`src/common/mul_pkg.sv`:
```
package mul_pkg;

	localparam int OP_W       = 16;
	localparam int HALF_W     = 8;
	localparam int RES_W      = 32;
	localparam int STEPS_FULL = 4;
	localparam int STEPS_LANE = 2;

	// Step code doubles as the shifter mode
	typedef logic [1:0] step_t;

	localparam step_t STEP_LL = 2'b00;	// Weight 0
	localparam step_t STEP_HL = 2'b01;	// Weight 8
	localparam step_t STEP_LH = 2'b10;	// Weight 8
	localparam step_t STEP_HH = 2'b11;	// Weight 16

	typedef struct packed {
		logic [OP_W-1:0] a;
		logic [OP_W-1:0] b;
		logic            is_signed;
		logic            lane_mode;
	} mul_req_t;

	// One 8x8 job for the sub-multiplier
	typedef struct packed {
		logic [HALF_W-1:0] x;
		logic [HALF_W-1:0] y;
		logic              x_s;
		logic              y_s;
		step_t             step;
		logic              lane;
	} sub_op_t;

	typedef struct packed {
		logic [2*HALF_W-1:0] prod;
		logic                prod_s;	// Read prod as signed
		step_t               step;
		logic                lane;
		logic                vld;
	} pp_t;

	typedef struct packed {
		logic [OP_W-1:0] hi;
		logic [OP_W-1:0] lo;
	} lanes_t;

	// Same word, either one 32-bit product or two lane products
	typedef union packed {
		logic [RES_W-1:0] full;
		lanes_t           lanes;
	} mul_res_u;

endpackage

```
`src/mul_ctrl.sv`:
```
module mul_ctrl (
	input  logic              clk,
	input  logic              arst_n,
	input  logic              start,
	input  mul_pkg::mul_req_t req,
	output logic              busy,
	output logic              done,
	output logic              clr,
	output mul_pkg::sub_op_t  op,
	output logic              op_vld
);

	mul_pkg::mul_req_t req_q;
	mul_pkg::sub_op_t  op_next;
	mul_pkg::step_t    step;

	logic       accept;
	logic       issuing;
	logic [1:0] cnt;
	logic       last_step;
	logic       last_q;
	logic       last_d1;

	assign accept = start & ~busy;	// Start while busy is dropped

	assign last_step = req_q.lane_mode ?
		(cnt == 2'(mul_pkg::STEPS_LANE - 1)) :
		(cnt == 2'(mul_pkg::STEPS_FULL - 1));

	// Lane mode only runs LL then HH
	always_comb begin
		if (req_q.lane_mode) begin
			step = (cnt == 2'd0) ? mul_pkg::STEP_LL : mul_pkg::STEP_HH;
		end else begin
			step = mul_pkg::step_t'(cnt);
		end
	end

	always_comb begin
		op_next.step = step;
		op_next.lane = req_q.lane_mode;
		op_next.x = step[0] ? req_q.a[mul_pkg::OP_W-1:mul_pkg::HALF_W] :
			req_q.a[mul_pkg::HALF_W-1:0];
		op_next.y = step[1] ? req_q.b[mul_pkg::OP_W-1:mul_pkg::HALF_W] :
			req_q.b[mul_pkg::HALF_W-1:0];
		if (req_q.lane_mode) begin
			op_next.x_s = req_q.is_signed;
			op_next.y_s = req_q.is_signed;
		end else begin
			// Only the high bytes carry the sign of a full operand
			op_next.x_s = req_q.is_signed & step[0];
			op_next.y_s = req_q.is_signed & step[1];
		end
	end

	always_ff @(posedge clk or negedge arst_n) begin
		if (!arst_n) begin
			busy    <= 1'b0;
			issuing <= 1'b0;
			cnt     <= '0;
			clr     <= 1'b0;
			op_vld  <= 1'b0;
			last_q  <= 1'b0;
			last_d1 <= 1'b0;
			done    <= 1'b0;
		end else begin
			clr     <= accept;
			op_vld  <= issuing;
			last_q  <= issuing & last_step;
			last_d1 <= last_q;	// Covers sub_mul and accumulator latency
			done    <= last_d1;
			if (accept) begin
				busy    <= 1'b1;
				issuing <= 1'b1;
				cnt     <= '0;
			end else begin
				if (issuing) begin
					cnt <= cnt + 2'd1;
					if (last_step) begin
						issuing <= 1'b0;
					end
				end
				if (last_d1) begin
					busy <= 1'b0;	// Falls on the done edge
				end
			end
		end
	end

	always_ff @(posedge clk) begin
		if (accept) begin
			req_q <= req;
		end
		if (issuing) begin
			op <= op_next;
		end
	end

endmodule

```
`src/sub_mul.sv`:
```
module sub_mul (
	input  logic             clk,
	input  logic             arst_n,
	input  mul_pkg::sub_op_t op,
	input  logic             op_vld,
	output mul_pkg::pp_t     pp
);

	logic signed [mul_pkg::HALF_W:0]     xe;
	logic signed [mul_pkg::HALF_W:0]     ye;
	logic signed [2*mul_pkg::HALF_W+1:0] prod_full;

	logic                        vld_q;
	logic [2*mul_pkg::HALF_W-1:0] prod_q;
	logic                        prod_s_q;
	mul_pkg::step_t              step_q;
	logic                        lane_q;

	// Each operand extended by its own sign flag
	assign xe = {op.x_s & op.x[mul_pkg::HALF_W-1], op.x};
	assign ye = {op.y_s & op.y[mul_pkg::HALF_W-1], op.y};
	assign prod_full = xe * ye;	// Fits in 16 bits for every sign mix

	always_ff @(posedge clk or negedge arst_n) begin
		if (!arst_n) begin
			vld_q <= 1'b0;
		end else begin
			vld_q <= op_vld;
		end
	end

	always_ff @(posedge clk) begin
		if (op_vld) begin
			prod_q   <= prod_full[2*mul_pkg::HALF_W-1:0];
			prod_s_q <= op.x_s | op.y_s;
			step_q   <= op.step;
			lane_q   <= op.lane;
		end
	end

	assign pp.prod   = prod_q;
	assign pp.prod_s = prod_s_q;
	assign pp.step   = step_q;
	assign pp.lane   = lane_q;
	assign pp.vld    = vld_q;

endmodule

```
`src/shifter/pp_shifter.sv`:
```
module pp_shifter (
	input  mul_pkg::pp_t             pp,
	output logic [mul_pkg::RES_W-1:0] placed
);

	logic ext;

	assign ext = pp.prod_s & pp.prod[2*mul_pkg::HALF_W-1];	// Sign fill

	always_comb begin
		placed = '0;
		if (pp.lane) begin
			// Each lane kept in its own half
			case (pp.step)
				mul_pkg::STEP_LL: begin
					placed = {{(mul_pkg::RES_W-2*mul_pkg::HALF_W){1'b0}}, pp.prod};
				end
				mul_pkg::STEP_HH: begin
					placed = {pp.prod, {(mul_pkg::RES_W-2*mul_pkg::HALF_W){1'b0}}};
				end
				default: begin
					placed = '0;	// Not issued in lane mode
				end
			endcase
		end else begin
			case (pp.step)
				mul_pkg::STEP_LL: begin
					placed = {{(mul_pkg::RES_W-2*mul_pkg::HALF_W){ext}}, pp.prod};
				end
				mul_pkg::STEP_HL, mul_pkg::STEP_LH: begin
					placed = {{(mul_pkg::RES_W-3*mul_pkg::HALF_W){ext}}, pp.prod,
						{mul_pkg::HALF_W{1'b0}}};
				end
				default: begin
					// HH fills the top half with no room for extension
					placed = {pp.prod, {(mul_pkg::RES_W-2*mul_pkg::HALF_W){1'b0}}};
				end
			endcase
		end
	end

endmodule

```
`src/pp_accum.sv`:
```
module pp_accum (
	input  logic                      clk,
	input  logic                      arst_n,
	input  logic                      clr,
	input  logic                      pp_vld,
	input  logic [mul_pkg::RES_W-1:0] placed,
	output mul_pkg::mul_res_u         res
);

	logic [mul_pkg::RES_W-1:0] sum_next;

	// Wraps modulo 2^32, lane halves never overlap
	assign sum_next = res.full + placed;

	always_ff @(posedge clk or negedge arst_n) begin
		if (!arst_n) begin
			res.full <= '0;
		end else if (clr) begin
			res.full <= '0;	// New operation accepted
		end else if (pp_vld) begin
			res.full <= sum_next;
		end
	end

endmodule

```
`src/mul16_iter.sv`:
```
module mul16_iter (
	input  logic              clk,
	input  logic              arst_n,
	input  logic              start,
	input  mul_pkg::mul_req_t req,
	output logic              busy,
	output logic              done,
	output mul_pkg::mul_res_u res
);

	logic                      clr;
	logic                      op_vld;
	mul_pkg::sub_op_t          op;
	mul_pkg::pp_t              pp;
	logic [mul_pkg::RES_W-1:0] placed;

	mul_ctrl u_ctrl (
		.clk    (clk),
		.arst_n (arst_n),
		.start  (start),
		.req    (req),
		.busy   (busy),
		.done   (done),
		.clr    (clr),
		.op     (op),
		.op_vld (op_vld)
	);

	sub_mul u_sub_mul (
		.clk    (clk),
		.arst_n (arst_n),
		.op     (op),
		.op_vld (op_vld),
		.pp     (pp)
	);

	pp_shifter u_shifter (
		.pp     (pp),
		.placed (placed)
	);

	pp_accum u_accum (
		.clk    (clk),
		.arst_n (arst_n),
		.clr    (clr),
		.pp_vld (pp.vld),
		.placed (placed),
		.res    (res)
	);

endmodule

```
`config.mk`:
```
export PLATFORM = sky130hd
export DESIGN_NAME = mul16_iter
export DESIGN_NICKNAME = d
export VERILOG_FILES = /design/src/common/mul_pkg.sv /design/src/mul_ctrl.sv /design/src/sub_mul.sv /design/src/shifter/pp_shifter.sv /design/src/pp_accum.sv /design/src/mul16_iter.sv
export SDC_FILE = /design/constraint.sdc
export NUM_CORES = 1
export LEC_CHECK = 0
export BUFFER_PORTS_ARGS = -buffer_cell sky130_fd_sc_hd__clkbuf_2
export CORE_ASPECT_RATIO = 1.25
export CORE_MARGIN = 1
export CORE_UTILIZATION = 50
export CTS_CLUSTER_DIAMETER = 200
export CTS_CLUSTER_SIZE = 12
export DETAILED_ROUTE_END_ITERATION = 7
export PLACE_DENSITY = 0.76
export SLEW_MARGIN = 20
export SYNTH_ARGS = -nofsm -noshare
export SYNTH_HDL_FRONTEND = slang
export SYNTH_SLANG_ARGS = --single-unit
```
`constraint.sdc`:
```
create_clock -name clk -period 5.8 [get_ports clk]
set_clock_uncertainty 0.1 [all_clocks]
set_input_delay 1.45 -clock clk [delete_from_list [all_inputs] [get_ports clk]]
set_output_delay 1.45 -clock clk [all_outputs]
set_load 0.005 [all_outputs]
```
==> Word level (Yosys, flattened, before mapping) <==
Cells that the tools add are included.
{ "word_totals": {"reg_bits": 117, "inputBits": 37, "out_inout_bits": 34, "wordCells": 65} }
{ "op_classes": {"addsub": 2, "mul": 1, "eq_ne": 5, "mux": 18, "bitwise_logic": 9, "n_reduce_logical": 6} }
{ "op_table": {"columns": ["op", "n"], "rows": [
  ["32-bit case mux with 2 select lines", 2],
  ["32-bit two-way mux", 3],
  ["32-bit adder", 1],
  ["9-bit by 9-bit multiplier with 16-bit output", 1],
  ["8-bit two-way mux", 2],
  ["2-bit two-way mux", 5],
  ["1-bit AND", 7],
  ["2-bit == test (second input constant)", 3],
  ["1-bit two-way mux", 6],
  ["2-bit nonzero test", 3],
  ["2-bit by 1-bit == test with 1-bit output (second input constant)", 2],
  ["2-bit logical NOT", 2],
  ["2-bit by 1-bit adder with 2-bit output (second input constant)", 1],
  ["2-bit OR reduction", 1],
  ["1-bit inverter", 1],
  ["1-bit bitwise OR", 1]
]} }

==> Logic depth before layout (Yosys ltp) <==
Gate-level depths: netlist (run 1).
{ "logic_depth": {"depth_word": 7, "mapped_depth": 20, "ltp_nobuf": 19} }

==> Hierarchy <==
Synthesis (run 1) repeated with hierarchy kept, for this count alone.
{ "unflattened": {"cells_unflattened": 868, "hier_area_um2": 9123.8} }
{ "by_module_without_submodules": {"columns": ["module", "n_inst", "cells_per_inst", "area_each_um2", "seq_area_each_um2"], "rows": [
  ["sub_mul", 1, 355, 3473.3, 625.6],
  ["pp_accum", 1, 346, 2949.1, 800.8],
  ["mul_ctrl", 1, 104, 2250.9, 1876.8],
  ["pp_shifter", 1, 63, 450.4, 0.0]
]} }

==> Worst setup path after synthesis (run 1) <==
No wires, ideal clock.
{ "synth_path": {"path_kind": "reg2reg", "start": "reg, netlist name u_ctrl.op[12]", "end": "reg u_sub_mul.prod_q[14] (netlist bit), data pin", "setup_time_ns": 0.137, "arrival_time_ns": 5.051, "required_ns": 5.563, "path_slack_ns": 0.512, "stages_incl_launch_ff": 19, "n_path_buf": 1, "period_less_slack_ns": 5.288, "path_cell_list": "edfxtp_1 clkbuf_1 nand2_1 or2_2 fa_1 fa_1 inv_1 fa_1 fa_1 inv_1 fa_1 inv_1 ha_1 inv_1 o21ai_0 a21oi_1 o21ai_0 or4_1 nand4_1"} }
{ "synth_between": {"elab_chain_cells": 2} }
{ "synth_lines": {"columns": ["item", "line", "rtl"], "rows": [
  ["1-bit AND", "sub_mul.sv:21", "assign ye = {op.y_s & op.y[mul_pkg::HALF_W-1], op.y};"],
  ["9-bit by 9-bit multiplier with 16-bit output (*)", "sub_mul.sv:22", "assign prod_full = xe * ye;"],
  ["net u_sub_mul.prod_full, one bit", "sub_mul.sv:11", "logic signed [2*mul_pkg::HALF_W+1:0] prod_full;"],
  ["end signal, assigned", "sub_mul.sv:34", "prod_q <= prod_full[2*mul_pkg::HALF_W-1:0];"],
  ["end, declared", "sub_mul.sv:14", "logic [2*mul_pkg::HALF_W-1:0] prod_q;"]
]} }
The timed path passes the listed nets; every way through them passes the cells marked *.
A chain may end at the register's enable or synchronous reset.

==> Worst setup path in the final report (run 1) <==
{ "layout_path": {"start": "reg, netlist name u_ctrl.op[12]", "end": "reg u_sub_mul.prod_q[14] (netlist bit), data pin"} }
{ "layout_between": {"elab_chain_cells": 2} }
{ "layout_lines": {"columns": ["item", "line"], "rows": [
  ["1-bit AND", "sub_mul.sv:21"],
  ["9-bit by 9-bit multiplier with 16-bit output (*)", "sub_mul.sv:22"],
  ["net u_sub_mul.prod_full, one bit", "sub_mul.sv:11"]
]} }
Marks and branches as above.

==> results of run 1 <==
[sequential cells by signal (all words and copies together), names as in the netlist, 2 cells and up]
signal	cells
u_ctrl.req_q	33
u_sub_mul.prod_q	16
u_accum.res	32
u_sub_mul.step_q	2
u_ctrl.op	21
u_ctrl.cnt	2
[area by class of cell]
class                      count  area, um2  area share (%)
sequential                   117       3300            32.9
clock inverter                15        201            2.01
timing repair buffer          74        383            3.81
clock buffer                  17        425            4.24
inverter                     100        375            3.74
tap                          224        280            2.79
multi-input combinational    647       5070            50.5
[placed cells by master, fill, tap and decap left out, types with 17 or more instances in the layout]
cell type,instances
and2_1,53
edfxtp_1,75
a21oi_1,49
ha_1,67
fa_1,64
clkbuf_16,17
o21ai_0,35
inv_1,98
xor2_1,19
clkbuf_2,69
dfrtp_1,42
nor2_1,46
xnor2_1,22
nand2_1,135
[kinds of logic after synthesis]
logic type / synth area share, %
AND/OR/NAND/NOR: 15.2
AO/OA/AOI/OAI: 12.6
adder cells (fa/ha/maj): 24.0
buffers and inverters: 5.44
flip-flops: 37.3
XOR/XNOR: 4.06
multiplexers: 1.37
[worst register-to-register path, stage by stage, from the launching register on]
cell and delay [ps]:
edfxtp_1 490, nand2_1 100, or2_2 300, fa_1 520
fa_1 550, inv_1 50, fa_1 500, fa_1 540
inv_1 50, fa_1 490, inv_1 40, ha_1 320
inv_1 60, o21ai_0 110, a21oi_1 240, o21ai_0 200
or4_1 420, nand4_1 90
[metrics by stage]
stage	cell area, um2	hold WS [ps]
3_3_place_gp	9410	235
3_5_place_dp	9410	240
2_1_floorplan	8850	231
5_1_grt	10000	260
4_1_cts	10000	249
6_report	10000	250
[cell usage after synthesis, types with 10 or more instances]
cell        n
ha_1       67
mux2i_1    11
nor2_1     46
xnor2_1    22
and2_1     53
o21ai_0    35
o21a_1     10
clkbuf_1   26
a21o_1     13
dfrtp_1    42
inv_1      98
edfxtp_1   75
nand2_1   135
a221oi_1   11
xor2_1     19
a21oi_1    49
fa_1       64
[per-layer routing]
layer  vias to the layer above  GRT usage (%)
met5                         -              0
met4                         0           9.94
met3                        50           3.30
met2                       173           39.9
met1                      3054           23.5
li1                       3161              -
[worst paths after layout]
path / from / end / slack, ps / cells past startpoint
worst max-delay path: u_ctrl.op[12] / u_sub_mul.prod_q[14] / 450 / 17
worst min-delay path: u_ctrl.last_q / u_ctrl.last_d1 / 250 / 0
worst max register to register: u_ctrl.op[12] / u_sub_mul.prod_q[14] / 450 / 17
worst min register to register: u_ctrl.last_q / u_ctrl.last_d1 / 250 / 0
max in group asynchronous: arst_n / u_ctrl.op_vld / 4320 / 1
min in group asynchronous: arst_n / u_accum.res[14] / 920 / 1
==> run_results.csv, run 1 <==
group,metric,value,unit
drt,dr_wl_met2,9510,um
clocking,cts_tree,"yes",
final_layout,diodes,0,
die,rows,54,
logic_synthesis,yosysTopAreaCellShare,25.5,%
drt,drt-met1-wl,7320,um
die,die_w,121,um
logic_synthesis,synth_edf_count,75,
place,dp_hpwl,14300,um
drt,viasPerCell,5.39,
timing,fmax,0.187,GHz
timing,finalMaxSlewViolations,0,
setup_path,worst_path_most_repeated_cell,"fa_1",
die,die_y,151,um
logic_synthesis,ys_warn_count,0,
flow_run,maxCapViolations,0,
setup_path,path_buf_inv,4,
logic_synthesis,ys_types,55,
global_routing,grt_max_degree,43,
setup_path,critPathSlowestCell,"fa_1",
clocking,clkSinkCount,117,
drt,antenna_left,0,
timing,maxSlewHeadroom,35.8,%
clocking,path_clk_slew,60,ps
timing,hold_violations,0,
setup_path,cp_max_fo,10,
clocking,cts_inserted_buffers,17,
timing,setup_viol,0,
clocking,cts_hold_buf,0,
clocking,cts_setup_buffers,0,
setup_path,cp_slowest_stage_delay,550,ps
global_routing,track_usage,21.3,%
global_routing,grt_pass1_vias,6562,
timing,tightestPinTransition,963,ps
logic_synthesis,synth_area,8850,um2
logic_synthesis,synthTopCellsByArea,"edfxtp_1 (25%), fa_1 (14%), dfrtp_1 (12%)",
setup_path,cpLargestDelayFamily,"adder cells",
clocking,post_cts_resized,0,
timing,min_period,5350,ps
final_layout,num-nets-final,1125,
setup_path,crit_type,"reg -> reg",
logic_synthesis,synth_top_area_cell,"edfxtp_1",
hold_path,hold_path_class,"reg -> reg",
global_routing,antenna_found_initial,0,
die,die_area,18200,um2
drt,drt-initial-drc-count,391,
final_layout,synthToLayoutAreaGrowth,13.5,%
final_layout,fillerInstances,1471,
timing,finalWorstSetupSlack,453,ps
drt,top_layer,"met4",
drt,met3_length,608,um
clocking,clock_path_buffers,2,
drt,drt_pre_antenna_iters,5,
setup_path,cp.required,5980,ps
clocking,root_buffer,"clkbuf_16",
setup_path,cp.arrival,5530,ps
drt,drc,0,
final_layout,drive_gt1_share,11.4,%
global_routing,grt_pass1_wl,30300,um
logic_synthesis,syn_nets,1060,
place,pre_cts_ws,470,ps
logic_synthesis,seq_area_frac_synth,37.3,%
timing,final.setup.tns,0,ps
setup_path,cp_cell_sequence,"nand2_1 > or2_2 > fa_1 > fa_1 > inv_1 > fa_1 > fa_1 > inv_1 > fa_1 > inv_1 > ha_1 > inv_1 > o21ai_0 > a21oi_1 > o21ai_0 > or4_1 > nand4_1",
clocking,clk_latency,420,ps
drt,drt_wl_total,18000,um
place,placedCellCount,1162,
logic_synthesis,async_flop_share,35.9,%
place,gp_congestion,0.938,
timing,fin_crit_sh,92.2,%
die,core_area,17400,um2
final_layout,postLayoutCoreUtil,57.8,%
drt,routedWlPerCell,15.1,um
logic_synthesis,synth.avg_cell_area,9.92,um2
setup_path,startpoint_type,"register",
clocking,h-tree-depth,4,
outcome,status,"finished, final reports clean",
timing,rsz0062_at_grt,"false",
final_layout,fin_cells,1194,
setup_path,cp-end-kind,"register",
die,top_level_ports,71,
drt,routed-via-count,6438,
place,port_buffers,70,
die,initial_core_util,51.0,%
logic_synthesis,synthCells,892,
logic_synthesis,synth_ff_type,"edfxtp_1",
global_routing,overflow,0,
logic_synthesis,synth-seq-cells,117,
Power of run 1 is left out: the tool's default activity adds up to more than one toggle a clock period on the data nets, which glitch-free logic cannot reach.
==> run 2: changes to the inputs <==
--- a/config.mk
+++ b/config.mk
@@ -8,11 +8,11 @@
 export BUFFER_PORTS_ARGS = -buffer_cell sky130_fd_sc_hd__clkbuf_2
 export CORE_ASPECT_RATIO = 1.25
 export CORE_MARGIN = 1
-export CORE_UTILIZATION = 50
+export CORE_UTILIZATION = 55
 export CTS_CLUSTER_DIAMETER = 200
 export CTS_CLUSTER_SIZE = 12
 export DETAILED_ROUTE_END_ITERATION = 7
-export PLACE_DENSITY = 0.76
+export PLACE_DENSITY = 0.82
 export SLEW_MARGIN = 20
 export SYNTH_ARGS = -nofsm -noshare
 export SYNTH_HDL_FRONTEND = slang
==> run 2 against run 1 <==
Critical endpoint is now u_sub_mul.prod_q[15]. Critical path depth did not move. Non-clock buffer count unchanged. Count of clock-buffer cells in the layout did not move. Worst setup slack lost 2.5 ps. Die area down 9.0%. Register-to-register slack barely moved. Via count increased by 1.5%. Fmax hardly changed. Final cell count shrank 1.0%. First-iteration DRC count is 4.1% higher.
==> run_results.csv, run 2 (same netlist as run 1, synthesis figures left out) <==
group,metric,value,unit
die,rows,51,
global_routing,use_met2,47.2,%
place,dp_hpwl,14700,um
global_routing,track_usage,24.9,%
hold_path,hold_path_class,"reg -> reg",
drt,antenna_left,0,
setup_path,cp_max_fo,10,
clocking,clkSinkCount,117,
clocking,cts_hold_buf,0,
die,core_area,15600,um2
global_routing,grt_util_met1,27.4,%
setup_path,setup.worst_path.start,"u_ctrl.op[12]",
timing,min_period,5350,ps
timing,final.setup.tns,0,ps
drt,drt-initial-drc-count,407,
timing,tightestPinTransition,950,ps
drt,routed-via-count,6534,
final_layout,multi_input_area,5070,um2
final_layout,diodes,0,
setup_path,crit_type,"reg -> reg",
final_layout,final_cell_mix,"nand2_1 (135), inv_1 (98), edfxtp_1 (75)",
timing,maxSlewHeadroom,36.7,%
clocking,cts_tree,"yes",
final_layout,top_regs,"u_ctrl.req_q (33), u_accum.res (32), u_ctrl.op (21)",
place,port_buffers,70,
global_routing,grt_pass1_wl,31300,um
place,gp_congestion,0.921,
setup_path,cp.required,5870,ps
timing,hold_violations,0,
setup_path,cp.arrival,5420,ps
clocking,h-tree-depth,4,
drt,drt_wl_total,18900,um
final_layout,synthToLayoutAreaGrowth,12.9,%
setup_path,startpoint_type,"register",
clocking,root_buffer,"clkbuf_16",
timing,finalMaxSlewViolations,0,
drt,drt_pre_antenna_iters,5,
hold_path,hp-start,"u_ctrl.last_q",
final_layout,drive_gt1_share,11.6,%
drt,routedWlPerCell,16.0,um
global_routing,use_met3,3.88,%
flow_run,maxCapViolations,0,
global_routing,antenna_found_initial,0,
setup_path,cp-end-kind,"register",
die,die_y,144,um
timing,fmax,0.187,GHz
timing,setup_viol,0,
clocking,cts_inserted_buffers,17,
global_routing,grt_max_degree,43,
clocking,path_clk_slew,60,ps
die,top_level_ports,71,
die,initial_core_util,56.6,%
final_layout,layout_commonest_cell,"nand2_1",
final_layout,final_area,9990,um2
clocking,clock_path_buffers,2,
drt,viasPerCell,5.53,
global_routing,grt_pass1_vias,6626,
final_layout,top_register,"u_ctrl.req_q",
place,place_area,9390,um2
outcome,status,"finished, final reports clean",
final_layout,seqCellArea,3300,um2
die,die_w,115,um
final_layout,fillerInstances,1216,
timing,rsz0062_at_grt,"false",
global_routing,overflow,0,
final_layout,largest_reg_flops,33,
setup_path,r2r_start,"u_ctrl.op[12]",
drt,drc,0,
clocking,clk_latency,420,ps
timing,fin_crit_sh,92.2,%
global_routing,grt_busiest_layer,"met2",
clocking,post_cts_resized,0,
clocking,cts_setup_buffers,0,
final_layout,num-nets-final,1125,
die,die_area,16600,um2
==> run 2: metal layers <==
metal / up-vias / wire [um]
met1: 3141 / 7530
li1: 3180 / -
met3: 39 / 585
met5: - / 0
met2: 174 / 10300
met4: 0 / 479
==> run 2: worst paths after layout <==
| check | end | slack, ps | cells after the start |
|---|---|---|---|
| max | u_sub_mul.prod_q[15] | 450 | 17 |
| min | u_ctrl.last_d1 | 250 | 0 |
| max reg2reg | u_sub_mul.prod_q[15] | 450 | 17 |
| min reg2reg | u_ctrl.last_d1 | 250 | 0 |
| max in group asynchronous | u_ctrl.op_vld | 4310 | 1 |
| min in group asynchronous | u_accum.res[10] | 920 | 1 |
==> run 2: through the flow <==
stage          worst slack [ps]  cells  hold slack [ps]  util (%)
6_report                    451   1182              249      63.9
5_1_grt                     154   1182              260      63.9
4_1_cts                     443   1182              251      63.9
3_5_place_dp                456   1150              240      60.1
3_3_place_gp                609   1150              232      60.1
2_1_floorplan               512    892              231         -
==> run 2: final cells by class <==
cell class                 instances  share of cell area [%]
timing repair buffer              74                    3.83
sequential                       117                    33.1
inverter                         100                    3.76
tap                              212                    2.65
clock inverter                    15                    1.69
multi-input combinational        647                    50.7
clock buffer                      17                    4.26
==> run 2: critical path, stage by stage (launching register included) <==
cell and delay (ps):
edfxtp_1 520, nand2_1 100, or2_2 300, fa_1 510, fa_1 540, inv_1 50
fa_1 500, fa_1 540, inv_1 50, fa_1 500, inv_1 40, ha_1 310
o21ai_0 120, a21boi_0 230, o21ai_0 150, a21oi_1 240, a31oi_1 140, xnor2_1 140
Power of run 2 is left out for the same reason.
